==> src/common/mips_defs.svh <==
// Sizing constants for the single-cycle MIPS core.
`ifndef MIPS_DEFS_SVH
`define MIPS_DEFS_SVH

// Data path and address width in bits.
`define MIPS_XLEN 32

// Architectural register count, register 0 reads as zero.
`define MIPS_NREGS 32

// Data memory depth in 32-bit words.
`define MIPS_DMEM_WORDS 256

// Fetch address taken when reset is released.
`define MIPS_RESET_PC 32'h0000_0000

`endif

==> src/common/mipsPkg.sv <==
// MIPS subset package with the instruction word views and the decoder encodings.
`default_nettype none

package mipsPkg;

  // Register-format view of the instruction word.
  typedef struct packed {
    logic [5:0] opcode;
    logic [4:0] rs;
    logic [4:0] rt;
    logic [4:0] rd;
    logic [4:0] shamt;
    logic [5:0] funct;
  } rTypeT;

  // Immediate-format view, used by lw, sw and beq.
  typedef struct packed {
    logic [5:0]  opcode;
    logic [4:0]  rs;
    logic [4:0]  rt;
    logic [15:0] imm;
  } iTypeT;

  typedef union packed {
    rTypeT r;
    iTypeT i;
  } instrT;

  typedef enum logic [5:0] {
    OP_RTYPE = 6'b000000,
    OP_LW    = 6'b100011,
    OP_SW    = 6'b101011,
    OP_BEQ   = 6'b000100
  } opcodeT;

  typedef enum logic [5:0] {
    FUNCT_ADD = 6'b100000,
    FUNCT_SUB = 6'b100010,
    FUNCT_AND = 6'b100100,
    FUNCT_OR  = 6'b100101,
    FUNCT_SLT = 6'b101010
  } functT;

  typedef enum logic [1:0] {
    ALUOP_MEMADD = 2'b00, // Address add for loads and stores.
    ALUOP_BRSUB  = 2'b01, // Subtract for the beq compare.
    ALUOP_RFUNCT = 2'b10
  } aluOpT;

  typedef enum logic [2:0] {
    ALU_AND = 3'b000,
    ALU_OR  = 3'b001,
    ALU_ADD = 3'b010,
    ALU_SUB = 3'b110,
    ALU_SLT = 3'b111
  } aluCtrlT;

endpackage

`default_nettype wire

==> src/control/mainDecoder.sv <==
// Main decoder turning the opcode into datapath strobes and the ALU operation class.
`timescale 1ns/1ps
`default_nettype none

module mainDecoder (
  input  wire mipsPkg::opcodeT opcode,
  output logic                 regWrite,
  output logic                 regDst,
  output logic                 aluSrc,
  output logic                 branch,
  output logic                 memWrite,
  output logic                 memToReg,
  output mipsPkg::aluOpT       aluOp
);

  always_comb begin
    // Anything outside the subset falls through as a no-op.
    regWrite = 1'b0;
    regDst   = 1'b0;
    aluSrc   = 1'b0;
    branch   = 1'b0;
    memWrite = 1'b0;
    memToReg = 1'b0;
    aluOp    = mipsPkg::ALUOP_MEMADD;

    case (opcode)
      mipsPkg::OP_RTYPE: begin
        regWrite = 1'b1;
        regDst   = 1'b1; // Result goes to rd.
        aluOp    = mipsPkg::ALUOP_RFUNCT;
      end
      mipsPkg::OP_LW: begin
        regWrite = 1'b1;
        aluSrc   = 1'b1;
        memToReg = 1'b1;
      end
      mipsPkg::OP_SW: begin
        aluSrc   = 1'b1;
        memWrite = 1'b1;
      end
      mipsPkg::OP_BEQ: begin
        branch = 1'b1;
        aluOp  = mipsPkg::ALUOP_BRSUB; // Zero flag carries the compare.
      end
      default: ;
    endcase
  end

endmodule

`default_nettype wire

==> config.mk <==
export PLATFORM = sky130hd
export DESIGN_NAME = mainDecoder
export DESIGN_NICKNAME = d
export VERILOG_FILES = /design/src/common/mips_defs.svh /design/src/common/mipsPkg.sv /design/src/control/mainDecoder.sv
export SDC_FILE = /design/constraint.sdc
export NUM_CORES = 1
export LEC_CHECK = 0
export BUFFER_PORTS_ARGS = -buffer_cell sky130_fd_sc_hd__clkbuf_2
export CAP_MARGIN = 30
export CELL_PAD_IN_SITES_DETAIL_PLACEMENT = 1
export CELL_PAD_IN_SITES_GLOBAL_PLACEMENT = 1
export CORE_AREA = 3 3 40 42
export DETAILED_ROUTE_END_ITERATION = 8
export DIE_AREA = 0 0 43 45
export PLACE_DENSITY = 0.5
export SKIP_LAST_GASP = 1
export SLEW_MARGIN = 0
export SYNTH_ARGS = -nofsm -noshare
export SYNTH_HDL_FRONTEND = slang
export SYNTH_SLANG_ARGS = --single-unit
export TNS_END_PERCENT = 5
==> constraint.sdc <==
create_clock -name vclk -period 1.63
set_input_delay 0.2445 -clock vclk [all_inputs]
set_output_delay 0.2445 -clock vclk [all_outputs]
set_load 0.005 [all_outputs]
---- Word-level counts from Yosys, hierarchy flattened ----
Index checks and enable logic that the tools add are counted.
word-level totals
  flip-flop bits (word level) ............. 0
  logic and storage cells ................. 13
  output and inout bits ................... 8
  input port bits ......................... 6
cells by class
  muxes and demuxes ....................... 7
  reductions and logical operators ........ 3
  eq/ne operators ......................... 3
operators by type and width
  cell                  number
  $eq A6 B6 Y1 const B  2
  $eq A6 B3 Y1 const B  1
  $logic_not A6 Y1      1
  $mux W1               6
  $pmux W2 S2           1
  $reduce_or A2 Y1      2

---- Logic depth before layout (Yosys ltp) ----
  depth in word-level cells ............... 3
  depth in mapped cells ................... 3
  gate-level depth less buffers ........... 2

---- Worst setup path after synthesis ----
OpenSTA, ideal clock, no wires.
  path type ............................... input-to-output
  from .................................... input opcode[4]
  to ...................................... output aluOp[0]
  slack ................................... 0.240 ns
  path buffers ............................ 1
  arrival time ............................ 1.145 ns
  data required time ...................... 1.385 ns
  stages .................................. 3
  cell sequence ........................... or4_4 nor3b_2 buf_4
between the ends
  cells in the longest elaborated chain, start to end .. 2
  elaborated cells between the ends (all ways) .. 3
  classes of those cells .................. eq/ne: 1; mux: 1; reduce/logical: 1
RTL lines
  item                                              line               RTL
  from (decl)                                       mainDecoder.sv:6   input wire mipsPkg::opcodeT opcode,
  $eq A6 B3 Y1 or $logic_not A6 Y1 (tied branches)  mainDecoder.sv:26  case (opcode)
  $pmux W2 S2 (*)                                   mainDecoder.sv:26
  to (decl)                                         mainDecoder.sv:13  output mipsPkg::aluOpT aluOp
Mark *: on every way between the ends. The rest lies on a longest branch, timed or not.

---- Worst setup path after layout ----
  from .................................... input opcode[4]
  to ...................................... output branch
between the ends
  cells in the longest elaborated chain, start to end .. 2
RTL lines
  item          line               RTL
  $eq A6 B3 Y1  mainDecoder.sv:26
  $mux W1       mainDecoder.sv:26
  to (decl)     mainDecoder.sv:10  output logic branch,
Every way passes these cells.

==> impl_metrics.tcl <==
set metrics [dict create \
    die_area_um2 1940 \
    ir_drop_uv 40.7 \
    netlist_area_um2 92.6 \
    first_iter_violations 1 \
    dieHeight_um 45 \
    ios 14 \
    final.period_utilization_pct 92.2 \
    drive_gt1_share_pct 68.0 \
    fillers 148 \
    firstDrtPassIters 3 \
    die_x_um 43 \
    fin_nets 33 \
    hold_viol 0 \
    layout.cells.most_common "clkbuf_2" \
    synthTopCellsByArea "nor3_1 (16%), a2111oi_2 (16%), nor3b_2 (14%), or4_4 (12%), nand4b_1 (9.5%)" \
    path_class "in2out" \
    period_minus_slack_ns 1.50 \
    holdBufCountCts 0 \
    cts_resized 0 \
    wire_per_inst_um 9.68 \
    nClkBuffers 0 \
    ff_latch_area_um2 0 \
    status "finished clean" \
    rsz0062_at_grt "no" \
    setup_viol 0 \
    ant_nets 0 \
    power_density_nw_per_um2 137 \
    placed_cell_area_um2 174 \
    required_ns 1.39 \
    cp-end-kind "output port" \
    vias_per_cell 3.88 \
    hold_ws_ns 0.738 \
    dpl.cell_count 40 \
    p_total_mw 0.0239 \
    critPathMaxFanout 3 \
    layout_common_cells "clkbuf_2 (14), nor3_1 (3)" \
    vias 155 \
    ys_seq_area_share_pct 0 \
    critPathLaunchType "input port" \
    grt_pass1_vias 171 \
    setup_tns_ns 0 \
    worst_slew_pin_slew_ns 0.261 \
    rows 13 \
    synth_top_area_share_pct 16.2 \
    grt_max_degree 8 \
    place.gp.congestion 0.611 \
    antenna_found_initial 0 \
    avgSynthCellArea_um2 7.72 \
    multi_input_area_um2 85.1 \
    crit_arrival_ns 1.26 \
    critPathLaunch "opcode[4]" \
    crit_end "branch" \
    core_area_um2 1280 \
    syn_nets 18 \
    drcViolationCount 0 \
    ys_warn_count 0 \
    place_hpwl_um 363 \
    synth_cell_type_count 10 \
    post_cts_buffers 0 \
    hold_path.class "in2out" \
    fmax_ghz 0.665 \
    cellLeakagePower_nw 0.0764 \
    seq_cell_count 0 \
    syn_inst 12 \
    drv_slew 0 \
    slew_headroom_pct 82.5 \
    grt-ovfl-total 0 \
    wl_um 387 \
    finalInstanceArea_um2 174 \
    grt_usage_pct 4.23 \
    instances_no_fill 40 \
    antenna_cells 0 \
    grt_pass1_wl_um 662 \
    syn_to_final_growth_pct 87.8 \
    synth_area_leader_cell "nor3_1" \
    port_buffers 14 \
    start_util_pct 7.21 \
    maxCapViolCount 0 \
]
[per-stage QoR]
stage               setup WS (ns)  util, %
finish                      0.127     13.5
global route               0.0157     13.5
CTS                         0.109     13.5
detailed placement          0.112     13.5
global placement            0.100     13.5
floorplan                   0.240        -
[cells in the mapped netlist]
| cell | instances |
|---|---|
| a2111oi_2 | 1 |
| buf_4 | 1 |
| nand3_1 | 1 |
| nand4b_1 | 1 |
| nor2_1 | 1 |
| nor3_1 | 3 |
| nor3b_1 | 1 |
| nor3b_2 | 1 |
| or3_1 | 1 |
| or4_4 | 1 |
[power by group]
group	switching (mW)	total, mW	internal [mW]
combinational	0.0131	0.0239	0.0108
clock	0	0	0
sequential	0	0	0
[cell type report]
class / count / area share [%]
well taps: 15 / 10.8
repair buffers: 14 / 40.3
multi-input cells: 11 / 48.9
[per-layer routing]
layer,global-route usage (%),vias up,share of wire (%)
met1,5.24,63,45
met3,3.59,0,25
met5,0,-,0
met2,5.99,14,30
met4,0,0,0
li1,-,78,-
[worst min path at each step]
stage          slack [ns]  endpoint  cells after the start      start
2_1_floorplan        0.51  regWrite                      1  opcode[4]
3_3_place_gp         0.75  regWrite                      3  opcode[4]
3_5_place_dp         0.74  regWrite                      3  opcode[4]
4_1_cts              0.74  regWrite                      3  opcode[4]
5_1_grt              0.77  regWrite                      3  opcode[4]
6_report             0.74  regWrite                      3  opcode[4]
[cells by family (layout without fill, tap and decap cells)]
| family | Yosys count | after routing | synth area share, % |
|---|---|---|---|
| simple gates | 10 | 10 | 75.7 |
| buf+inv | 1 | 14 | 8.11 |
| compound gates | 1 | 1 | 16.2 |
[worst max-delay path: stages]
cell      delay [ns]
clkbuf_2        0.10
or4_4           0.55
nor3b_2         0.22
clkbuf_2        0.15
(Power assumes the default switching activity.)
