## config.mk

```make
export PLATFORM = sky130hd
export DESIGN_NAME = fetchUnit
export DESIGN_NICKNAME = d
export VERILOG_FILES = /design/src/common/mipsPkg.sv /design/src/design/fetchUnit.sv
export VERILOG_INCLUDE_DIRS = /design/src /design/src/common
export SDC_FILE = /design/constraint.sdc
export NUM_CORES = 1
export LEC_CHECK = 0
export BUFFER_PORTS_ARGS = -buffer_cell sky130_fd_sc_hd__buf_2
export CAP_MARGIN = 5
export CELL_PAD_IN_SITES_DETAIL_PLACEMENT = 0
export CELL_PAD_IN_SITES_GLOBAL_PLACEMENT = 1
export CORE_MARGIN = 8
export CORE_UTILIZATION = 42
export DETAILED_ROUTE_END_ITERATION = 10
export PLACE_DENSITY_LB_ADDON = 0.12
export SYNTH_ARGS = -nofsm -noshare
export SYNTH_HDL_FRONTEND = slang
export SYNTH_SLANG_ARGS = --single-unit
export TNS_END_PERCENT = 1
```

## constraint.sdc

```tcl
create_clock -name clk -period 3.9 [get_ports clk]
set_input_delay 0.78 -clock clk [delete_from_list [all_inputs] [get_ports clk]]
set_output_delay 0.78 -clock clk [all_outputs]
set_load 0.01 [all_outputs]
```

## src/common/mips_defs.svh

```systemverilog
// Sizing constants for the single-cycle MIPS core.
`ifndef MIPS_DEFS_SVH
`define MIPS_DEFS_SVH

// Data path and address width in bits.
`define MIPS_XLEN 32

// Architectural register count, register 0 reads as zero.
`define MIPS_NREGS 32

// Data memory depth in 32-bit words.
`define MIPS_DMEM_WORDS 256

// Fetch address taken when reset is released.
`define MIPS_RESET_PC 32'h0000_0000

`endif

```

## src/common/mipsPkg.sv

```systemverilog
// MIPS subset package with the instruction word views and the decoder encodings.
`default_nettype none

package mipsPkg;

  // Register-format view of the instruction word.
  typedef struct packed {
    logic [5:0] opcode;
    logic [4:0] rs;
    logic [4:0] rt;
    logic [4:0] rd;
    logic [4:0] shamt;
    logic [5:0] funct;
  } rTypeT;

  // Immediate-format view, used by lw, sw and beq.
  typedef struct packed {
    logic [5:0]  opcode;
    logic [4:0]  rs;
    logic [4:0]  rt;
    logic [15:0] imm;
  } iTypeT;

  typedef union packed {
    rTypeT r;
    iTypeT i;
  } instrT;

  typedef enum logic [5:0] {
    OP_RTYPE = 6'b000000,
    OP_LW    = 6'b100011,
    OP_SW    = 6'b101011,
    OP_BEQ   = 6'b000100
  } opcodeT;

  typedef enum logic [5:0] {
    FUNCT_ADD = 6'b100000,
    FUNCT_SUB = 6'b100010,
    FUNCT_AND = 6'b100100,
    FUNCT_OR  = 6'b100101,
    FUNCT_SLT = 6'b101010
  } functT;

  typedef enum logic [1:0] {
    ALUOP_MEMADD = 2'b00, // Address add for loads and stores.
    ALUOP_BRSUB  = 2'b01, // Subtract for the beq compare.
    ALUOP_RFUNCT = 2'b10
  } aluOpT;

  typedef enum logic [2:0] {
    ALU_AND = 3'b000,
    ALU_OR  = 3'b001,
    ALU_ADD = 3'b010,
    ALU_SUB = 3'b110,
    ALU_SLT = 3'b111
  } aluCtrlT;

endpackage

`default_nettype wire

```

## src/design/fetchUnit.sv

```systemverilog
// Fetch unit holding the program counter and choosing the next fetch address.
`timescale 1ns/1ps
`default_nettype none
`include "mips_defs.svh"

module fetchUnit (
  input  wire logic             clk,
  input  wire logic             arstN,
  input  wire mipsPkg::instrT   instr,
  input  wire logic             branch,
  input  wire logic             zero,
  output logic [`MIPS_XLEN-1:0] pc
);

  logic [`MIPS_XLEN-1:0] pcPlus4;
  logic [`MIPS_XLEN-1:0] brOffset;
  logic [`MIPS_XLEN-1:0] pcNext;
  logic                  brTaken;

  assign pcPlus4  = pc + `MIPS_XLEN'(4);
  assign brOffset = {{(`MIPS_XLEN-18){instr.i.imm[15]}}, instr.i.imm, 2'b00}; // Word offset.
  assign brTaken  = branch & zero;

  // Branch target is relative to the following instruction.
  assign pcNext = brTaken ? (pcPlus4 + brOffset) : pcPlus4;

  always_ff @(posedge clk or negedge arstN) begin
    if (!arstN) begin
      pc <= `MIPS_RESET_PC;
    end else begin
      pc <= pcNext;
    end
  end

endmodule

`default_nettype wire

```

# [Word level (Yosys, flattened, before mapping)]
# Index checks and enable logic that the tools add are counted.
[totals] ff_bits=32 input_bits=36 output_inout_bits=32 word_cells=5
[op_classes] mux=1 n_addsub=2 n_bitwise=1
[op_table] op="$add 32x3->32 const B" n=1
[op_table] op="$add 32x32->32" n=1
[op_table] op="$mux 32" n=1
[op_table] op="$and 1x1->1" n=1

# [Longest topological paths before layout]
[logic_depth] word_depth=3 ltp_mapped=15 ltp_nobuf=14

# [Least setup slack after synthesis]
# Ideal clock, no wire load.
[synth_timing] kind="flip-flop to flip-flop" from="register pc[8]" to="register pc[29]" setup_slack_ps=567 stages_incl_launch_ff=14 setup_time_ps=65 arrival_time_ps=3268 required_ps=3835 path_cell_list="dfrtp_1 and4_1 nand2_1 nor4_2 and3_1 xor2_1 ha_1 a21oi_1 o21bai_1 a21o_2 or3_1 a311oi_2 mux2i_1 o211a_1"
[synth_via] elab_chain_len=3
[synth_rtl] element="start: declaration" line="fetchUnit.sv:12" text="output logic [`MIPS_XLEN-1:0] pc"
[synth_rtl] element="start signal: assignment" line="fetchUnit.sv:29" text="pc <= `MIPS_RESET_PC;"
[synth_rtl] element="start signal: assignment" line="fetchUnit.sv:31" text="pc <= pcNext;"
[synth_rtl] element="$add 32x3->32 *" line="fetchUnit.sv:20" text="assign pcPlus4 = pc + `MIPS_XLEN'(4);"
[synth_rtl] element="$add 32x32->32" line="fetchUnit.sv:25" text="assign pcNext = brTaken ? (pcPlus4 + brOffset) : pcPlus4;"
[synth_rtl] element="$mux 32 *" line="fetchUnit.sv:25"
[synth_rtl] element="net pcNext[29]" line="fetchUnit.sv:17" text="logic [`MIPS_XLEN-1:0] pcNext;"
# The timed path passes the listed nets; every way through them passes the cells marked *.

# [Final worst setup path]
# Same ends and word-level chain as after synthesis.

==> results.cfg <==
[yosys]
yosysTopAreaCell = dfrtp_1
ys_types = 63
yosys.area_share.adder_pct = 13.9
netlist_top_cells_area = dfrtp_1 (22%), ha_1 (13%), a21oi_1 (7.1%)
netlist_area_um2 = 3470
synth_top_cell_area_share_pct = 21.6
synth_top_family_by_area = simple AND/OR/NAND/NOR gates
synthArstFlopShare_pct = 100
yosysWarnings = 0
synth_edf_count = 0
synth_mux_area_share_pct = 1.19
synth_seq_cells = 30
post_synth.cell_area_avg_um2 = 8.11
synth.yosys.seq_area_share_pct = 21.6
postSynthCellCount = 428
synthFlopType = dfrtp_1
synth_compound_area_share_pct = 22.5
synth_simple_gate_area_share_pct = 22.8
synth_xor_area_share_pct = 13.1

[detailed_routing]
wl_per_cell_um = 16.9
dr.pass1.iters = 4
postRouteAntennaNets = 0
remaining_drc_errors = 0
via_per_inst = 5.54
first_iter_violations = 127
vias = 3262
wl_um = 9980

[pwr]
p_clk_share_pct = 7.9
p_seq_share_pct = 19.2
intPower_mw = 1.66
powerDensity_nw_per_um2 = 860
p_leak_nw = 1.78
max-vdd-ir-drop_uv = 284
p_switching_mw = 1.74
netSwitchingFraction_pct = 51.2
p_comb_share_pct = 72.9

[placement]
numPortBuffers = 49
hpwlAfterDp_um = 7890
dpl.cell_count = 581
routabilityCongestion = 0.873

[clock_network]
path_clk_slew_ps = 70
cts_made_buffers = 5
cts_tree = yes
htreeDepth = 2
clock_path_buffers = 2
clk_root_buffer_cell = clkbuf_8
clkLatencyLatePin_ps = 280
cts.sinks = 30

[floorplan]
die-area_um2 = 11400
io-pin-count = 68
coreArea_um2 = 8130
start_util_pct = 42.7
fp-row-count = 33
dieWidth_um = 107
fp.dieH_um = 107

[global_route]
grt_antenna_before_repair = 0
grt_max_degree = 38
grt_pass1_vias = 3175
grt_pass1_wl_um = 16100
grtUsageTotal_pct = 17.5
grt-ovfl-total = 0

[layout]
antenna_cells = 0
fillers = 813
reg.largest.list = pc (30)
finalNonFillerCells = 589
largest_reg_flops = 30
largest-register = pc
drive_gt1_share_pct = 19.0
nets = 557
area_delta_synth_final_pct = 13.8

[sta]
fmax_mhz = 272
slew_headroom_pct = 50.3
finalSetupViolations = 0
clock_skew_ps = 7.04
final-hold-violation-count = 0
slew_violations = 0
finalSetupTns_ps = 0
fin_crit_sh_pct = 94.2
rsz0062_at_grt = false
fin_crit_ps = 3670
worst_slew_pin_slew_ps = 746

[worst_setup_path]
crit_path_end_kind = register
critical_path_class = reg -> reg
critPathMaxFanout = 6
start_kind = register
crit_required_ps = 4120
arrival_ps = 3900

[outcome]
status = complete, no violations

[min_path]
hold_class = in -> async

[job]
max-cap-violations = 0
[worst max-delay path: stages, from the launching register on]
cell and delay (ps):
dfrtp_1 430, and4_1 310, nand2_1 130, nor4_2 270, buf_4 190, and3_1 170, xor2_1 210, ha_1 280
a21oi_1 220, o21bai_1 90, a21o_2 220, or3_1 370, a311oi_2 330, mux2i_1 220, o211a_1 160
[synthesized netlist by cell type, drive strengths merged (2+ instances only)]
library cell,n
o211ai,4
inv,13
nor2b,3
a211o,2
nand3,22
clkbuf,5
a31oi,2
a21oi,49
nand4,7
xnor2,29
nor3,8
o21a,3
buf,13
and3,11
nor4,3
a211oi,9
o21bai,8
and4,7
o21ai,13
nand2,38
xor2,22
nor3b,2
nor2,43
a21o,13
o31ai,2
a311oi,4
a41oi,2
or3,3
ha,37
and2,3
dfrtp,30
mux2i,3
[per-layer routing]
layer  part of all wire, %  global-route usage [%]  wire [um]  vias to the layer above
met5                     0                       0          0                        -
met4                  0.95                    3.82         95                        0
met3                   4.5                    2.10        446                        6
met2                    44                    27.0       4340                       68
met1                    51                    25.4       5090                     1532
li1                      -                       -          -                     1656
[cells by family after synthesis]
family	after synthesis
AOI/OAI and AO/OA	119
xor gates and xnor gates	51
adders and majority gates	38
buffers and inverters	31
DFF	30
muxes	4
other	1
and+or+nand+nor	154
[power by group through the flow]
| stage | Sequential, mW | Clock (mW) | Combinational, mW |
|---|---|---|---|
| detailed placement | 0.658 | 0 | 2.46 |
| finish | 0.652 | 0.267 | 2.48 |
| global route | 0.681 | 0.287 | 2.76 |
| floorplan | 0.702 | 0 | 1.75 |
| global placement | 0.651 | 0 | 2.45 |
| CTS | 0.653 | 0.277 | 2.48 |
[final cells by class]
type	instances	area (um^2)	share of cell area (%)
Inverter	13	48.8	1.23
Sequential cell	30	751	19.0
Clock buffer	7	86.3	2.18
Tap cell	105	131	3.32
Clock inverter	1	5.00	0.127
Multi-Input combinational cell	368	2560	64.9
Timing Repair Buffer	65	365	9.25
[worst paths after layout]
kind                         from      to  slack, ps  cells after the start
setup / recovery            pc[8]  pc[29]        230                     14
min in group clk           pc[31]  pc[31]        590                      2
max in group asynchronous   arstN   pc[2]       2870                      1
setup reg to reg            pc[8]  pc[29]        230                     14
hold reg to reg            pc[31]  pc[31]        590                      2
hold / removal              arstN  pc[31]        560                      1
[stage by stage]
step	instance area [um^2]	total power [mW]	worst slack, ps	util (%)	hold WS [ps]
global placement	3850	3.10	275	47.4	575
finish	3950	3.40	226	48.6	562
CTS	3950	3.41	230	48.5	587
floorplan	3480	2.45	567	-	484
global route	3950	3.73	10.1	48.6	624
detailed placement	3850	3.12	259	47.4	576
[repair_timing]
action,CTS,global route
resized for setup,0,2
setup buffers,0,0
endpoints found under the setup margin,0,2
hold buffers,0,0
[cells in the final DEF (no fill, tap or decap), types with 4 or more instances in the layout]
cell type / count
and3_1: 9
ha_1: 37
xnor2_1: 28
dfrtp_1: 30
clkbuf_8: 6
a211oi_1: 7
inv_1: 13
a21oi_1: 48
nor3_1: 5
and4_1: 6
o211ai_1: 4
nor2_1: 42
nand3_1: 22
nand2_1: 38
xor2_1: 22
o21bai_1: 8
nand4_1: 6
buf_2: 49
o21ai_0: 13
a21o_1: 12
buf_4: 16
(Power assumes the default switching activity.)
