**src/common/mips_defs.svh**
```systemverilog
// Sizing constants for the single-cycle MIPS core.
`ifndef MIPS_DEFS_SVH
`define MIPS_DEFS_SVH

// Data path and address width in bits.
`define MIPS_XLEN 32

// Architectural register count, register 0 reads as zero.
`define MIPS_NREGS 32

// Data memory depth in 32-bit words.
`define MIPS_DMEM_WORDS 256

// Fetch address taken when reset is released.
`define MIPS_RESET_PC 32'h0000_0000

`endif

```
**src/common/mipsPkg.sv**
```systemverilog
// MIPS subset package with the instruction word views and the decoder encodings.
`default_nettype none

package mipsPkg;

  // Register-format view of the instruction word.
  typedef struct packed {
    logic [5:0] opcode;
    logic [4:0] rs;
    logic [4:0] rt;
    logic [4:0] rd;
    logic [4:0] shamt;
    logic [5:0] funct;
  } rTypeT;

  // Immediate-format view, used by lw, sw and beq.
  typedef struct packed {
    logic [5:0]  opcode;
    logic [4:0]  rs;
    logic [4:0]  rt;
    logic [15:0] imm;
  } iTypeT;

  typedef union packed {
    rTypeT r;
    iTypeT i;
  } instrT;

  typedef enum logic [5:0] {
    OP_RTYPE = 6'b000000,
    OP_LW    = 6'b100011,
    OP_SW    = 6'b101011,
    OP_BEQ   = 6'b000100
  } opcodeT;

  typedef enum logic [5:0] {
    FUNCT_ADD = 6'b100000,
    FUNCT_SUB = 6'b100010,
    FUNCT_AND = 6'b100100,
    FUNCT_OR  = 6'b100101,
    FUNCT_SLT = 6'b101010
  } functT;

  typedef enum logic [1:0] {
    ALUOP_MEMADD = 2'b00, // Address add for loads and stores.
    ALUOP_BRSUB  = 2'b01, // Subtract for the beq compare.
    ALUOP_RFUNCT = 2'b10
  } aluOpT;

  typedef enum logic [2:0] {
    ALU_AND = 3'b000,
    ALU_OR  = 3'b001,
    ALU_ADD = 3'b010,
    ALU_SUB = 3'b110,
    ALU_SLT = 3'b111
  } aluCtrlT;

endpackage

`default_nettype wire

```
**src/design/regFile.sv**
```systemverilog
// Register file with two combinational read ports and one clocked write port.
`timescale 1ns/1ps
`default_nettype none
`include "mips_defs.svh"

module regFile (
  input  wire logic                  clk,
  input  wire logic                  arstN,
  input  wire logic                  regWrite,
  input  wire logic                  regDst,
  input  wire mipsPkg::instrT        instr,
  input  wire logic [`MIPS_XLEN-1:0] result,
  output logic      [`MIPS_XLEN-1:0] rsData,
  output logic      [`MIPS_XLEN-1:0] rtData
);

  logic [`MIPS_XLEN-1:0] regs [`MIPS_NREGS];
  logic [4:0]            wrAddr;

  // R-type writes rd, loads write rt.
  assign wrAddr = regDst ? instr.r.rd : instr.i.rt;

  always_ff @(posedge clk or negedge arstN) begin
    if (!arstN) begin
      for (int i = 0; i < `MIPS_NREGS; i++) begin
        regs[i] <= '0;
      end
    end else if (regWrite && (wrAddr != 5'd0)) begin
      regs[wrAddr] <= result; // Register 0 is never written.
    end
  end

  assign rsData = regs[instr.r.rs];
  assign rtData = regs[instr.r.rt];

endmodule

`default_nettype wire

```
**config.mk**
```make
export PLATFORM = sky130hd
export DESIGN_NAME = regFile
export DESIGN_NICKNAME = d
export VERILOG_FILES = /design/src/common/mipsPkg.sv /design/src/design/regFile.sv
export VERILOG_INCLUDE_DIRS = /design/src /design/src/common
export SDC_FILE = /design/constraint.sdc
export NUM_CORES = 2
export LEC_CHECK = 0
export ABC_AREA = 1
export BUFFER_PORTS_ARGS = -buffer_cell sky130_fd_sc_hd__buf_2
export CORE_ASPECT_RATIO = 1.5
export CORE_MARGIN = 10
export CORE_UTILIZATION = 35
export CTS_CLUSTER_SIZE = 25
export DETAILED_ROUTE_END_ITERATION = 6
export PLACE_DENSITY = 0.59
export SETUP_SLACK_MARGIN = 0.4
export SLEW_MARGIN = 20
export SYNTH_ARGS = -nofsm -noshare
export SYNTH_HDL_FRONTEND = slang
export SYNTH_SLANG_ARGS = --single-unit
```
**constraint.sdc**
```tcl
create_clock -name clk -period 3.32 [get_ports clk]
set_input_delay 0.332 -clock clk [delete_from_list [all_inputs] [get_ports clk]]
set_output_delay 0.332 -clock clk [all_outputs]
set_load 0.1 [all_outputs]
```
Word level (Yosys, flattened, before mapping)
Index checks and enable logic that the tools add are counted.
Widths: inputs -> output; s select.

cells by class
  magnitude comparators = 4
  muxes and demuxes = 10
  bitwise logic cells = 3
  reduce and logical (&&, ||, !) cells = 3

operators with widths
  kind                count
  $bwmux 1024         1
  $bmux 32 s5         2
  $demux 32 s5        1
  $mux 32             5
  $ge 6x6->1 const B  3
  $not 5->6           3
  $lt 6x1->1 const B  1
  $mux 5              1
  $reduce_bool 5->1   1
  $logic_and 1x1->1   2

storage, ports and cells
  register bits = 1024
  output and inout port bits = 64
  word-level logic and storage cells = 52

Longest topological paths before layout
  depth after elaboration = 7
  depth in mapped cells = 12

Worst setup path after synthesis
Ideal clock, no wire load.

  kind = input to output
  start point = input instr[21] in the netlist's numbering
  end point = output rsData[13]
  data arrival time = 2226 ps
  required time = 2988 ps
  setup slack = 762 ps
  stages = 12
  buffers on the path = 3
  path through = clkbuf_1 > inv_2 > clkbuf_1 > clkbuf_1 > nand2_1 > nand3_1 > nand3_1 > nand2_1 > nand2_1 > nand2_1 > nand2_1 > nand2_1

between the ends
  cells in the longest elaborated chain, start to end = 4

RTL lines
  what                                        RTL line       source
  start: declaration                          regFile.sv:11  input wire mipsPkg::instrT instr,
  $not 5->6 (implied by the code)             regFile.sv:33  assign rsData = regs[instr.r.rs];
  $bmux 32 s5                                 regFile.sv:33
  $mux 32 (implied by the code) (2 in a row)  regFile.sv:33
  end: declaration                            regFile.sv:13  output logic [`MIPS_XLEN-1:0] rsData,

No other way between the ends. The select of a mux whose other input is x is not followed.

Worst setup path in the final report
  start point = input instr[16] in the netlist's numbering
  end point = output rtData[12]

between the ends
  cells in the longest elaborated chain, start to end = 4

RTL lines
  what                                        RTL line       source
  $not 5->6 (implied by the code)             regFile.sv:34  assign rtData = regs[instr.r.rt];
  $bmux 32 s5                                 regFile.sv:34
  $mux 32 (implied by the code) (2 in a row)  regFile.sv:34
  end: declaration                            regFile.sv:14  output logic [`MIPS_XLEN-1:0] rtData

No other way between the ends. The select of a mux whose other input is x is not followed.

==> summary.txt <==
Setup path
  • Critical path launch point: instr[16]
  • RR Startpoint: regs[758]
  • Crit path max fanout: 53
  • Reg2reg end: regs[758]
  • Critical path type: primary input to output port
  • WP data arrival: about 2.6 ns
  • CP Capture Point: rtData[12]
  • Worst EP required: ~3 ns
  • Setup crit start kind: primary input
  • Flop-to-flop setup slack: between 2 and 3 ns
  • FF-to-FF path depth: 2
  • Crit. End Element: output port

Power
  • Worst VDD drop: 0.000381 V
  • Combinational share of power: between 20% and 30%
  • Lkg Pwr: between 0.03 and 0.04 µW
  • Flop pwr share: a little over two fifths
  • Pwr/cell area: about 610 mW/mm²
  • Sw Pwr: approximately 15,000 µW
  • Internal: approximately 26,000 µW
  • Sw Ratio: 36.3%
  • Clock share of power: a little under a third
  • Pwr Total: ~41,000 µW

Logic synthesis
  • Synth cell types: 24
  • Syn Inst Count: 9,016
  • EDFF count, synth: 0
  • Synth Area per Inst: about 6.6 µm²
  • Yosys warning count: 0
  • Syn Nets: 9,084
  • Synth Register Bits: between 1,000 and 1,500
  • Mapped cell area: 0.0593 mm²
  • Register area share after synthesis: between 40% and 50%
  • Fraction of registers with async set/reset: 100%
  • Ys flop type: dfrtp_1

Layout
  • NumNets Final: approximately 8,700
  • Most flop-heavy register: regs
  • Top flop regs: regs x1024
  • Layout area overhead: 12.9%
  • Register Area: 0.0256 mm²
  • Share of layout cells above drive strength 1: between 6 and 7%
  • Max FFs per register: 1,024
  • Multi-input logic area: slightly above 0.03 mm²
  • FILL cells: 17,400
  • Commonest non-fill, non-tap cell in the layout: nand2_1
  • Fin area: approximately 0.067 mm²
  • Commonest cells after routing, fill and taps aside: nand2_1, nand3_1, dfrtp_1

Detailed routing
  • Antenna-violating nets left: 0
  • DRC viols: 6
  • First-pass DRT Iterations: 7
  • Vias: 64,100
  • Per-cell routed wire length: between 20 and 30 µm
  • Initial DRC Count: ~9,000
  • Vias per inst: slightly below 6
  • Post-Route WL: approximately 280,000 µm

Clock network
  • Post-CTS setup buffers: 0
  • Root buf cell: clkbuf_16
  • Clock transition at the registers of the reported paths: around 0.070 ns
  • CTS H-tree depth: 3
  • Sinks on Clock Net: around 1,000
  • Num CTS Buffers: 100
  • CTS tree: built
  • Bufs on Longest Clock Path: 3
  • Worst-skew pair later-pin latency: 0.73 ns

Global route
  • Largest net degree at the start of global routing: between 100 and 150
  • Grt total ovfl: 0
  • Total track usage: 28.9%
  • Initial antenna violation count: 22
  • First-pass GRT wire length: about 410,000 µm
  • Vias in the first global route: 61,100

Run status
  • Violated checks: design-rule violations
  • Status: finished with violations

Placed design
  • Placer Congestion: between 0.8 and 0.9
  • Input/output buffers: 114
  • Dpl cell area: 0.0634 mm²
  • Hpwl dp: 159,000 µm

Flow run
  • Maximum capacitance violations: 0

STA
  • Slew headroom: around 37%
  • Final number of max-transition violations: 0
  • RSZ-0062 raised after global routing: no
  • Min cycle time layout: 2.90 ns
  • Final setup viols: 0
  • Worst-Margin Slew: between 0.9 and 1 ns
  • Final Cycle Share: between 80% and 90%
  • Worst Hold Slack: roughly 0.047 ns
  • Final Hold Fails: 0
  • Clock skew: 0 ns
  • Fmax: 344 MHz
  • Total Neg Setup Slack: 0 ns

Die
  • Die width: 356 µm
  • Die area: between 0.15 and 0.2 mm²
  • Die Ht: ~520 µm
  • Initial Util: about a third
  • Core area: between 0.15 and 0.2 mm²
  • I/O pins: approximately 130
  • Std-Cell Rows: 184

Min path
  • Tightest Hold Check Type: primary input to flop
[through the flow]
step | std cells | util, % | setup WS (ns)
CTS | 11000 | 39.8 | 0.507
finish | 11000 | 39.8 | 0.416
global route | 11000 | 39.8 | 0.404
floorplan | 9016 | - | 0.762
global placement | 10800 | 37.8 | 0.496
detailed placement | 10800 | 37.8 | 0.509
[power groups by stage]
stage | registers [µW] | clock network, µW | logic (µW)
detailed placement | 17800 | 0 | 10500
CTS | 17600 | 12400 | 10600
floorplan | 17300 | 0 | 7190
global route | 18100 | 12800 | 11900
global placement | 17700 | 0 | 10300
finish | 17800 | 12300 | 10700
[synth_stat cells, types with 8 or more instances]
master / number / share of area [%]
nand3_1: 1633 / 14
inv_1: 43 / 0.27
buf_1: 85 / 0.54
buf_2: 46 / 0.39
nor2_4: 16 / 0.30
clkbuf_1: 672 / 4.3
nor2_1: 8 / 0.051
dfrtp_1: 1024 / 43
buf_4: 24 / 0.30
nand2_1: 4528 / 29
nor2_2: 8 / 0.084
inv_2: 10 / 0.063
o21ai_1: 341 / 2.9
o21ai_0: 555 / 4.7
[metal layers]
metal	up-vias	share of wire, %	track usage, %
met5	-	0.053	0.436
met4	6	7.8	20.6
met3	1060	12	7.57
met2	4284	45	45.5
met1	30500	36	34.0
li1	28200	-	-
[timing repair]
action                                  CTS  global route
endpoints found under the setup margin    0             4
resized for setup                         0             3
hold buffers                              1             0
hold endpoints to repair                 32             0
[worst min path at each step]
stage,endpoint,cells past startpoint,from
floorplan,regs[0],0,arstN
global route,regs[676],3,result[4]
global placement,regs[305],1,arstN
CTS,regs[92],3,result[28]
detailed placement,regs[337],1,arstN
finish,regs[92],3,result[28]
[worst max-delay path: stages]
cell	delay, ns
buf_8	0.27
clkinv_8	0.29
buf_12	0.29
nand2_1	0.09
nand3_1	0.07
nand3_1	0.11
nand2_1	0.07
nand2_1	0.09
nand2_1	0.07
nand2_1	0.05
nand2_1	0.38
buf_12	0.33
[area by class of cell]
cell class              instances  share of cell area, %
repair buffers                359                   6.72
clock buffers                 145                   4.41
clock inverters                37                  0.679
well taps                    2232                   4.17
multi-input cells            7109                   45.3
diodes                         15                 0.0561
inverters                      54                  0.402
flip-flops and latches       1024                   38.3
[cells by family (layout without fill, tap and decap cells)]
family          after synthesis  after routing  synth area share, %
other cells                   0             15                    0
flops                      1024           1024                 43.2
compound gates              901            901                 7.68
buf+inv                     883            595                 5.87
simple gates               6208           6208                 43.2
No activity file was read; power rests on OpenSTA's default activity.
