`src/common/mips_defs.svh`:
```
// Sizing constants for the single-cycle MIPS core.
`ifndef MIPS_DEFS_SVH
`define MIPS_DEFS_SVH

// Data path and address width in bits.
`define MIPS_XLEN 32

// Architectural register count, register 0 reads as zero.
`define MIPS_NREGS 32

// Data memory depth in 32-bit words.
`define MIPS_DMEM_WORDS 256

// Fetch address taken when reset is released.
`define MIPS_RESET_PC 32'h0000_0000

`endif

```
`src/common/mipsPkg.sv`:
```
// MIPS subset package with the instruction word views and the decoder encodings.
`default_nettype none

package mipsPkg;

  // Register-format view of the instruction word.
  typedef struct packed {
    logic [5:0] opcode;
    logic [4:0] rs;
    logic [4:0] rt;
    logic [4:0] rd;
    logic [4:0] shamt;
    logic [5:0] funct;
  } rTypeT;

  // Immediate-format view, used by lw, sw and beq.
  typedef struct packed {
    logic [5:0]  opcode;
    logic [4:0]  rs;
    logic [4:0]  rt;
    logic [15:0] imm;
  } iTypeT;

  typedef union packed {
    rTypeT r;
    iTypeT i;
  } instrT;

  typedef enum logic [5:0] {
    OP_RTYPE = 6'b000000,
    OP_LW    = 6'b100011,
    OP_SW    = 6'b101011,
    OP_BEQ   = 6'b000100
  } opcodeT;

  typedef enum logic [5:0] {
    FUNCT_ADD = 6'b100000,
    FUNCT_SUB = 6'b100010,
    FUNCT_AND = 6'b100100,
    FUNCT_OR  = 6'b100101,
    FUNCT_SLT = 6'b101010
  } functT;

  typedef enum logic [1:0] {
    ALUOP_MEMADD = 2'b00, // Address add for loads and stores.
    ALUOP_BRSUB  = 2'b01, // Subtract for the beq compare.
    ALUOP_RFUNCT = 2'b10
  } aluOpT;

  typedef enum logic [2:0] {
    ALU_AND = 3'b000,
    ALU_OR  = 3'b001,
    ALU_ADD = 3'b010,
    ALU_SUB = 3'b110,
    ALU_SLT = 3'b111
  } aluCtrlT;

endpackage

`default_nettype wire

```
`src/control/aluDecoder.sv`:
```
// ALU decoder mapping the operation class and funct field to an ALU operation.
`timescale 1ns/1ps
`default_nettype none

module aluDecoder (
  input  wire mipsPkg::aluOpT  aluOp,
  input  wire mipsPkg::functT  funct,
  output mipsPkg::aluCtrlT     aluCtrl
);

  always_comb begin
    aluCtrl = mipsPkg::ALU_ADD;

    case (aluOp)
      mipsPkg::ALUOP_MEMADD: aluCtrl = mipsPkg::ALU_ADD;
      mipsPkg::ALUOP_BRSUB:  aluCtrl = mipsPkg::ALU_SUB;
      mipsPkg::ALUOP_RFUNCT: begin
        case (funct)
          mipsPkg::FUNCT_ADD: aluCtrl = mipsPkg::ALU_ADD;
          mipsPkg::FUNCT_SUB: aluCtrl = mipsPkg::ALU_SUB;
          mipsPkg::FUNCT_AND: aluCtrl = mipsPkg::ALU_AND;
          mipsPkg::FUNCT_OR:  aluCtrl = mipsPkg::ALU_OR;
          mipsPkg::FUNCT_SLT: aluCtrl = mipsPkg::ALU_SLT;
          // Unknown funct codes behave as add.
          default:            aluCtrl = mipsPkg::ALU_ADD;
        endcase
      end
      default: aluCtrl = mipsPkg::ALU_ADD;
    endcase
  end

endmodule

`default_nettype wire

```
`config.mk`:
```
export PLATFORM = sky130hd
export DESIGN_NAME = aluDecoder
export DESIGN_NICKNAME = d
export VERILOG_FILES = /design/src/common/mips_defs.svh /design/src/common/mipsPkg.sv /design/src/control/aluDecoder.sv
export SDC_FILE = /design/constraint.sdc
export NUM_CORES = 1
export LEC_CHECK = 0
export BUFFER_PORTS_ARGS = -buffer_cell sky130_fd_sc_hd__buf_2
export CORE_AREA = 5 5 42 44
export DETAILED_ROUTE_END_ITERATION = 8
export DIE_AREA = 0 0 47 49
export GPL_TIMING_DRIVEN = 0
export PLACE_DENSITY_LB_ADDON = 0.25
export SLEW_MARGIN = 10
export SYNTH_ARGS = -nofsm -noshare
export SYNTH_HDL_FRONTEND = slang
export SYNTH_SLANG_ARGS = --single-unit
```
`constraint.sdc`:
```
create_clock -name vclk -period 0.85
set_clock_uncertainty 0.15 [all_clocks]
set_input_delay 0.0425 -clock vclk [all_inputs]
set_output_delay 0.0425 -clock vclk [all_outputs]
set_load 0.02 [all_outputs]
```
After elaboration in Yosys (flattened, before gate mapping)
Cells that the tools add are included.

operators by class
  mux-type cells = 2
  equal/unequal tests = 6

operators with widths
  operator                                        count
  == test 6 bit (second input constant)           4
  case mux 3 bit (4 select lines)                 1
  case mux 3 bit (2 select lines)                 1
  == test 2 x 1 -> 1 bit (second input constant)  1
  == test 2 bit (second input constant)           1

storage, ports and cells
  logic and storage cells = 8
  flip-flop bits (word level) = 0
  output and inout bits = 3
  bits of input ports = 8

Depth between registers and ports, before layout
Gate-level depths: netlist of the first run.

  depth after elaboration = 3
  mapped depth = 4
  mapped depth without buffers = 4

Worst setup path after synthesis of the first run
OpenSTA, ideal clock, no wires.

  path type = input to output
  from = input aluOp[0]
  to = output aluCtrl[2]
  data arrival time = 961 ps
  data required time = 657 ps
  stages = 4
  path buffers = 0
  setup slack = -303 ps
  cells stage by stage = inv_1 > ha_1 > nand4bb_1 > o22ai_1

between the ends
  word-level cells in the longest chain between the ends = 2
  elaborated cells between the ends (all ways) = 3
  those cells by class = eq/ne: 2; mux: 1

ends and longest elaborated chain
  what                                                            line              RTL
  from (decl)                                                     aluDecoder.sv:6   input wire mipsPkg::aluOpT aluOp,
  == test 2 bit / == test 2 x 1 -> 1 bit (equally long branches)  aluDecoder.sv:14  case (aluOp)
  case mux 3 bit (2 select lines) (*)                             aluDecoder.sv:14
  to (decl)                                                       aluDecoder.sv:8   output mipsPkg::aluCtrlT aluCtrl

Mark *: on every way between the ends. The rest lies on a longest branch, timed or not.

Final worst setup path of the first run
  from = input aluOp[1]
  to = output aluCtrl[0]

Same word-level chain as after synthesis.

==> metrics.csv, run 1 <==
stage,metric,value,unit
run_status,outcome,"complete, but fails checks",
run_status,violations,negative setup slack,
finish,seq_area,0,um2
yosys,ys_warn_count,0,
routing,wl,468,um
finish,area_delta_synth_final,159,%
routing,vias_per_cell,4.00,
die,dieArea,2300,um2
routing,vias,172,
yosys,syn_area_per_cell,7.92,um2
yosys,ys_seq_area_frac,0,
die,die-width,47,um
placed_design,dp_cells,42,
sta,max_slew_margin,0.833,
die,initial_core_util,0.0848,
sta,setup_viol,3,
routing,ant_nets,0,
sta,finalCriticalPeriod,1.07,ns
finish,n_fill_cell,152,
finish,final.clkbuf_count,0,
critical_path,crit_path_max_incr_delay,0.24,ns
finish,stdcell_count,43,
pwr,leakage,0.000113,uW
yosys,syn_area,119,um2
sta,max_slew.worst_pin.slew,0.251,ns
finish,seq_cell_count,0,
critical_path,crit_path_end_kind,output port,
routing,drc,0,
sta,whs,0.305,ns
flow_run,drv_cap,0,
critical_path,worstPathRequired,0.66,ns
placed_design,gp_congestion,0.763,
yosys,synthCells,15,
sta,fin_ws,-0.223,ns
critical_path,critPathLaunch,aluOp[1],
die,coreArea,1400,um2
finish,n_antenna_cell,0,
hold_path,hold_class,in2out,
die,die_h,49,um
critical_path,critPathKind,in2out,
die,io_pins,11,
clocking,cts_hold_buf,0,
finish,multi_input_area,179,um2
sta,hold_violations,0,
pwr,cellPowerDensity,471,nW/um2
routing,drt_iter0_drc,0,
sta,drv_slew,0,
critical_path,cp_max_fo,4,
sta,clock.fmax,0.932,GHz
placed_design,numPortBuffers,11,
finish,fin_nets,39,
yosys,ys_types,11,
grt,grt_max_degree,5,
critical_path,critPathCapture,aluCtrl[0],
finish,finalInstanceArea,308,um2
die,row_count,14,
pwr,ir_drop,0.140,mV
routing,drt_first_pass_iters,1,
critical_path,slowest_stage,ha_4,
sta,rsz0062_at_grt,true,
grt,grt_pass1_vias,211,
critical_path,cp.arrival,0.88,ns
placed_design,dp_hpwl,411,um
grt,grt-ovfl-total,0,
placed_design,place_area,256,um2
finish,drive_above_1_share,0.778,
grt,grtUsageTotal,0.0449,
critical_path,crit_chain,buf_8 -> ha_4 -> nand4bb_4 -> a21oi_4 -> buf_6,
yosys,syn_nets,25,
critical_path,cp-start-kind,input pin,
routing,wl_per_cell,10.9,um
sta,tns,-0.577,ns
grt,grt_pass1_wl,848,um
finish,final_core_util,0.220,
grt,antenna_found_initial,0,
sta,fin_crit_sh,1.26,
[layout make-up]
type / count / area share
multi-input cells: 12 / 0.581
repair buffers: 12 / 0.309
well taps: 16 / 0.0650
inverters: 3 / 0.0447
[cells in the final DEF, fill, tap and decap left out]
master     n
a21oi_4    1
nand4bb_1  1
o22ai_4    1
buf_4      1
ha_1       1
a31oi_2    1
or3b_1     1
buf_8      2
buf_2      7
buf_6      2
nand4bb_2  1
ha_4       1
inv_1      2
nor2_1     1
nand4bb_4  1
nor3_2     1
inv_4      1
nor4b_2    1
[per-stage QoR]
step / worst slack [ns] / total power (uW)
floorplan: -0.0438 / 75.7
global placement: -0.286 / 116
detailed placement: -0.309 / 120
CTS: -0.268 / 135
global route: -0.265 / 158
finish: -0.223 / 145
[per-layer routing]
metal,part of all wire,track usage
met1,0.48,0.0739
met2,0.38,0.0656
met3,0.14,0.00369
met4,0,0
met5,0,0
[worst max-delay path, delay by kind of cell]
family,cells,cell delay [ns]
AND/OR/NAND/NOR,1,0.23
buffers and inverters,2,0.23
AO/OA/AOI/OAI,1,0.14
adder cells (fa/ha/maj),1,0.24
[cells by family after synthesis]
family                     Yosys count  share of synthesized area
buffers and inverters                3                     0.0947
adders and majority gates            2                      0.210
and+or+nand+nor                      7                      0.547
AOI/OAI and AO/OA                    3                      0.147
[where the power goes]
group / internal (uW) / leakage, uW / switching (uW)
Clock: 0 / 0 / 0
Sequential: 0 / 0 / 0
Combinational: 80.2 / 0.000113 / 64.9
Total: 80.2 / 0.000113 / 64.9
[worst min-delay path by stage]
stage / depth (start not counted) / slack [ns] / startpoint / endpoint
2_1_floorplan: 1 / 0.07 / funct[2] / aluCtrl[1]
3_3_place_gp: 3 / 0.31 / funct[2] / aluCtrl[1]
3_5_place_dp: 3 / 0.31 / funct[2] / aluCtrl[1]
4_1_cts: 3 / 0.32 / funct[2] / aluCtrl[1]
5_1_grt: 3 / 0.34 / funct[2] / aluCtrl[1]
6_report: 3 / 0.31 / funct[2] / aluCtrl[1]
[timing repair]
action,in CTS,in global routing
endpoints found under the setup margin,3,3
resized for setup,7,5
pin swaps,2,2
setup buffers,1,0
[cell usage after synthesis (all sizes together)]
| cell | n | share of area |
|---|---|---|
| o22ai | 1 | 0.053 |
| nor4b | 1 | 0.074 |
| or3b | 1 | 0.074 |
| nand4bb | 3 | 0.33 |
| inv | 3 | 0.095 |
| nor2 | 1 | 0.032 |
| ha | 2 | 0.21 |
| a21oi | 1 | 0.042 |
| nor3 | 1 | 0.042 |
| a31oi | 1 | 0.053 |
No activity file was read; power rests on OpenSTA's default activity.
==> inputs of run 2 (changes only) <==
--- a/config.mk
+++ b/config.mk
@@ -11,7 +11,9 @@
 export DIE_AREA = 0 0 47 49
 export GPL_TIMING_DRIVEN = 0
 export PLACE_DENSITY_LB_ADDON = 0.25
+export SKIP_LAST_GASP = 1
 export SLEW_MARGIN = 10
 export SYNTH_ARGS = -nofsm -noshare
 export SYNTH_HDL_FRONTEND = slang
 export SYNTH_SLANG_ARGS = --single-unit
+export TNS_END_PERCENT = 30
==> run 2 against run 1 <==
Net effect:
- the run still ends with negative setup slack left
- worst setup slack worse by 0.0024 ns
- routed wire length down 1.5%
- combinational power decreased by 3%
- global-route usage shrank 0.27 points
- hold slack got worse by 0.0079 ns
- die area unchanged
- cell count did not move
- maximum frequency down 0.23%
- total power decreased by 2.7%
- cell area is 3.3% lower
- non-clock buffer count did not move
- first-iteration DRC count did not move
==> metrics.csv, run 2 (synthesis results as in run 1) <==
stage,metric,value,unit,change
run_status,outcome,"complete, but fails checks",,
run_status,violations,negative setup slack,,
routing,ant_nets,0,,unchanged
finish,seq_cell_count,0,,unchanged
finish,final.clkbuf_count,0,,unchanged
routing,wl,461,um,-1.5%
critical_path,worstPathRequired,0.66,ns,about the same
sta,whs,0.297,ns,-0.00794 ns
routing,vias_per_cell,3.81,,-4.7%
die,initial_core_util,0.0848,,unchanged
clocking,cts_hold_buf,0,,unchanged
sta,rsz0062_at_grt,true,,
hold_path,hold_class,in2out,,
die,coreArea,1400,um2,unchanged
finish,finalInstanceArea,298,um2,-3.3%
die,dieArea,2300,um2,unchanged
finish,most-common-layout-cells,"7 x buf_2, 3 x buf_6, 2 x inv_1",,
hold_path,min_from,funct[2],,
die,io_pins,11,,unchanged
sta,max_slew.worst_pin.slew,0.336,ns,+0.0854 ns
finish,seq_area,0,um2,unchanged
routing,wl_per_cell,10.7,um,-1.5%
die,row_count,14,,unchanged
grt,grt_pass1_vias,182,,-14%
sta,fin_ws,-0.226,ns,-0.00243 ns
sta,drv_slew,0,,unchanged
die,die-width,47,um,unchanged
placed_design,place_area,256,um2,unchanged
grt,grt_max_degree,5,,unchanged
grt,antenna_found_initial,0,,unchanged
sta,hold_violations,0,,unchanged
finish,area_delta_synth_final,151,%,
critical_path,critPathLaunch,aluOp[0],,
pwr,cellPowerDensity,474,nW/um2,+0.57%
critical_path,critPathKind,in2out,,
grt,grtUsageTotal,0.0422,,-0.00272
sta,clock.fmax,0.930,GHz,-0.23%
routing,drt_first_pass_iters,1,,unchanged
placed_design,gp_congestion,0.763,,about the same
placed_design,numPortBuffers,11,,unchanged
pwr,ir_drop,0.174,mV,+24%
routing,drc,0,,unchanged
pwr,leakage,0.000110,uW,-2.4%
critical_path,cp-start-kind,input pin,,
sta,setup_viol,3,,unchanged
die,die_h,49,um,unchanged
finish,drive_above_1_share,0.741,,-0.0370
finish,final_common_cell,buf_2,,
finish,n_fill_cell,161,,+5.9%
flow_run,drv_cap,0,,unchanged
critical_path,cp_max_fo,4,,unchanged
grt,grt-ovfl-total,0,,unchanged
routing,drt_iter0_drc,0,,unchanged
finish,fin_nets,39,,unchanged
routing,vias,164,,-4.7%
critical_path,cp.arrival,0.88,ns,about the same
sta,max_slew_margin,0.773,,-0.0596
finish,n_antenna_cell,0,,unchanged
critical_path,crit_path_end_kind,output port,,
sta,finalCriticalPeriod,1.08,ns,+0.00243 ns
placed_design,dp_hpwl,400,um,-2.7%
sta,fin_crit_sh,1.27,,+0.00286
grt,grt_pass1_wl,800,um,-5.7%
==> run 2: changes by cell type in the layout (fill, tap and decap cells not counted) <==
cell and delta:
nor4b_1 +1, buf_6 +1, nor4b_2 -1, buf_8 -1
==> run 2: worst max-delay path, stage by stage <==
cell       delay [ns]
buf_8            0.10
inv_4            0.04
ha_4             0.20
nand4bb_4        0.23
a21oi_4          0.14
buf_6            0.13
==> run 2: repair_timing <==
action,CTS,global route
gates resized for setup,7,3
endpoints found under the setup margin,3,3
buffers inserted,1,0
pin swaps,2,2
==> run 2: layer usage <==
layer	wire, um	track usage	up-vias
met3	82	0.0148	0
met1	202	0.0635	71
met4	0	0	0
met2	176	0.0611	11
li1	-	-	82
met5	0	0	-
==> run 2: worst paths after layout <==
kind,cells after the start,endpoint
setup / recovery,6,aluCtrl[0]
hold / removal,3,aluCtrl[1]
==> run 2: final cells by class <==
class | instances | area (um2) | area share
Multi-Input combinational cell | 12 | 173 | 0.580
Timing Repair Buffer | 12 | 91.3 | 0.307
Tap cell | 16 | 20.0 | 0.0672
Inverter | 3 | 13.8 | 0.0462
==> run 2: per-stage QoR <==
stage / setup slack [ns] / total power (uW) / instances / util / setup TNS, ns
floorplan: -0.0438 / 75.6 / 15 / - / -0.0913
global placement: -0.286 / 116 / 42 / 0.183 / -0.769
detailed placement: -0.307 / 120 / 42 / 0.183 / -0.828
CTS: -0.276 / 135 / 43 / 0.204 / -0.756
global route: -0.265 / 154 / 43 / 0.213 / -0.774
finish: -0.226 / 141 / 43 / 0.213 / -0.623
==> run 2: power by group <==
group	internal [uW]	total (uW)	switching (uW)
Combinational	77.8	141	63.3
Clock	0	0	0
Sequential	0	0	0
==> inputs of run 3 (changes only) <==
--- a/config.mk
+++ b/config.mk
@@ -6,11 +6,14 @@
 export NUM_CORES = 1
 export LEC_CHECK = 0
 export BUFFER_PORTS_ARGS = -buffer_cell sky130_fd_sc_hd__buf_2
+export CELL_PAD_IN_SITES_DETAIL_PLACEMENT = 2
+export CELL_PAD_IN_SITES_GLOBAL_PLACEMENT = 2
 export CORE_AREA = 5 5 42 44
 export DETAILED_ROUTE_END_ITERATION = 8
 export DIE_AREA = 0 0 47 49
-export GPL_TIMING_DRIVEN = 0
+export GPL_TIMING_DRIVEN = 1
 export PLACE_DENSITY_LB_ADDON = 0.25
+export REMOVE_ABC_BUFFERS = 1
 export SKIP_LAST_GASP = 1
 export SLEW_MARGIN = 10
 export SYNTH_ARGS = -nofsm -noshare
==> run 3 against run 2 <==
Net effect:
- the run still ends with negative setup slack left
- worst setup slack improved by 0.017 ns
- critical path depth did not move
- die area did not move
- hold slack improved by 0.025 ns
- sequential share of layout area did not move
- combinational power fell by 3%
- routed wire length rose by 7.6%
- global-route usage rose by 0.27 points
- core utilization fell by 0.80 points
- first-iteration DRC count did not move
- via count rose by 7.9%
- largest power group unchanged
==> metrics.csv, run 3 (synthesis results as in run 1) <==
stage,metric,value,unit,change
grt,antenna_found_initial,0,,unchanged
sta,fin_ws,-0.208,ns,+0.0173 ns
critical_path,cp-start-kind,input pin,,
grt,grtUsageTotal,0.0449,,+0.00272
critical_path,critPathLaunch,aluOp[0],,
die,io_pins,11,,unchanged
routing,drt_first_pass_iters,1,,unchanged
critical_path,cp_max_fo,2,,-2
finish,n_antenna_cell,0,,unchanged
placed_design,dp_hpwl,452,um,+13%
routing,wl_per_cell,11.0,um,+2.8%
die,die_h,49,um,unchanged
finish,final.clkbuf_count,0,,unchanged
sta,finalCriticalPeriod,1.06,ns,-0.0173 ns
routing,drt_iter0_drc,0,,unchanged
finish,seq_cell_count,0,,unchanged
pwr,internal_power,80.2,uW,+3.0%
grt,grt-ovfl-total,0,,unchanged
routing,drc,0,,unchanged
sta,max_slew.worst_pin.slew,0.246,ns,-0.0896 ns
run_status,outcome,"complete, but fails checks",,
finish,seq_area,0,um2,unchanged
sta,max_slew_margin,0.833,,+0.0606
critical_path,crit_path_end_kind,output port,,
routing,wl,496,um,+7.6%
routing,vias,177,,+7.9%
grt,grt_max_degree,5,,unchanged
placed_design,gp_congestion,0.778,,+2.0%
finish,n_fill_cell,170,,+5.6%
finish,area_delta_synth_final,141,%,
grt,grt_pass1_vias,182,,unchanged
placed_design,numPortBuffers,11,,unchanged
sta,fin_crit_sh,1.25,,-0.0203
die,dieArea,2300,um2,unchanged
pwr,cellPowerDensity,478,nW/um2,+0.75%
critical_path,worstPathRequired,0.66,ns,about the same
die,die-width,47,um,unchanged
sta,rsz0062_at_grt,true,,
die,coreArea,1400,um2,unchanged
pwr,p_clk_frac,0,,unchanged
sta,setup_viol,3,,unchanged
placed_design,place_area,216,um2,-16%
clocking,post_cts_buffers,0,,-1
flow_run,drv_cap,0,,unchanged
pwr,ir_drop,0.126,mV,-27%
hold_path,hold_class,in2out,,
die,row_count,14,,unchanged
run_status,violations,negative setup slack,,
finish,final_common_cell,buf_2,,
routing,vias_per_cell,3.93,,+3.1%
pwr,power_frac_comb,1.000,,about the same
hold_path,min_from,funct[5],,
pwr,p_sw,56.7,uW,-10%
finish,final_core_util,0.204,,-0.00804
critical_path,critPathKind,in2out,,
die,initial_core_util,0.0848,,unchanged
sta,clock.fmax,0.945,GHz,+1.6%
grt,grt_pass1_wl,821,um,+2.6%
sta,tns,-0.598,ns,+0.0248 ns
finish,drive_above_1_share,0.724,,-0.0166
routing,ant_nets,0,,unchanged
pwr,swShare,0.414,,-0.0343
sta,hold_violations,0,,unchanged
finish,most-common-layout-cells,"6 x buf_2, 5 x buf_4, 2 x inv_1, 2 x buf_6",,
critical_path,cp.arrival,0.87,ns,about the same
finish,fin_nets,41,,+5.1%
finish,finalInstanceArea,287,um2,-3.8%
pwr,leakage,0.000117,uW,+6.0%
sta,drv_slew,0,,unchanged
pwr,p_seq_frac,0,,unchanged
## run 3: repair_timing
item                                   in CTS  in global routing
gates resized for setup                    12                  3
hold buffers                                0                  0
pin swaps                                   4                  1
setup endpoints to repair                   3                  3
endpoints found under the hold margin       0                  0
## run 3: power by group through the flow
stage	clock, uW	combinational, uW	sequential (uW)
2_1_floorplan	0	43.8	0
3_3_place_gp	0	95.3	0
3_5_place_dp	0	98.9	0
4_1_cts	0	127	0
5_1_grt	0	149	0
6_report	0	137	0
## run 3: path summary, 6_finish.rpt
check,end,slack (ns),cells after the start
max,aluCtrl[2],-0.21,6
min,aluCtrl[0],0.32,4
## run 3: metal layers
| metal | track usage | part of all wire | vias to the layer above |
|---|---|---|---|
| met2 | 0.0792 | 0.45 | 11 |
| met4 | 0 | 0 | 0 |
| met3 | 0.00369 | 0.13 | 0 |
| li1 | - | - | 87 |
| met1 | 0.0609 | 0.42 | 79 |
| met5 | 0 | 0 | - |
## run 3: metrics by stage
| step | hold WS (ns) | setup WS [ns] | cells | power [uW] |
|---|---|---|---|---|
| after floorplan | 0.103 | -0.303 | 15 | 43.8 |
| after global placement | 0.325 | -0.370 | 45 | 95.3 |
| after detailed placement | 0.338 | -0.383 | 45 | 98.9 |
| after CTS | 0.344 | -0.240 | 45 | 127 |
| after global routing | 0.346 | -0.255 | 45 | 149 |
| final | 0.322 | -0.208 | 45 | 137 |
## run 3: area by class of cell
class	count	area, um2	area share
multi-input cells	12	148	0.515
repair buffers	14	105	0.367
well taps	16	20.0	0.0699
inverters	3	13.8	0.0480
## run 3: critical path: stages
cell       delay (ns)
buf_8            0.10
inv_4            0.05
ha_4             0.20
nand4bb_4        0.20
o22ai_1          0.12
buf_4            0.16
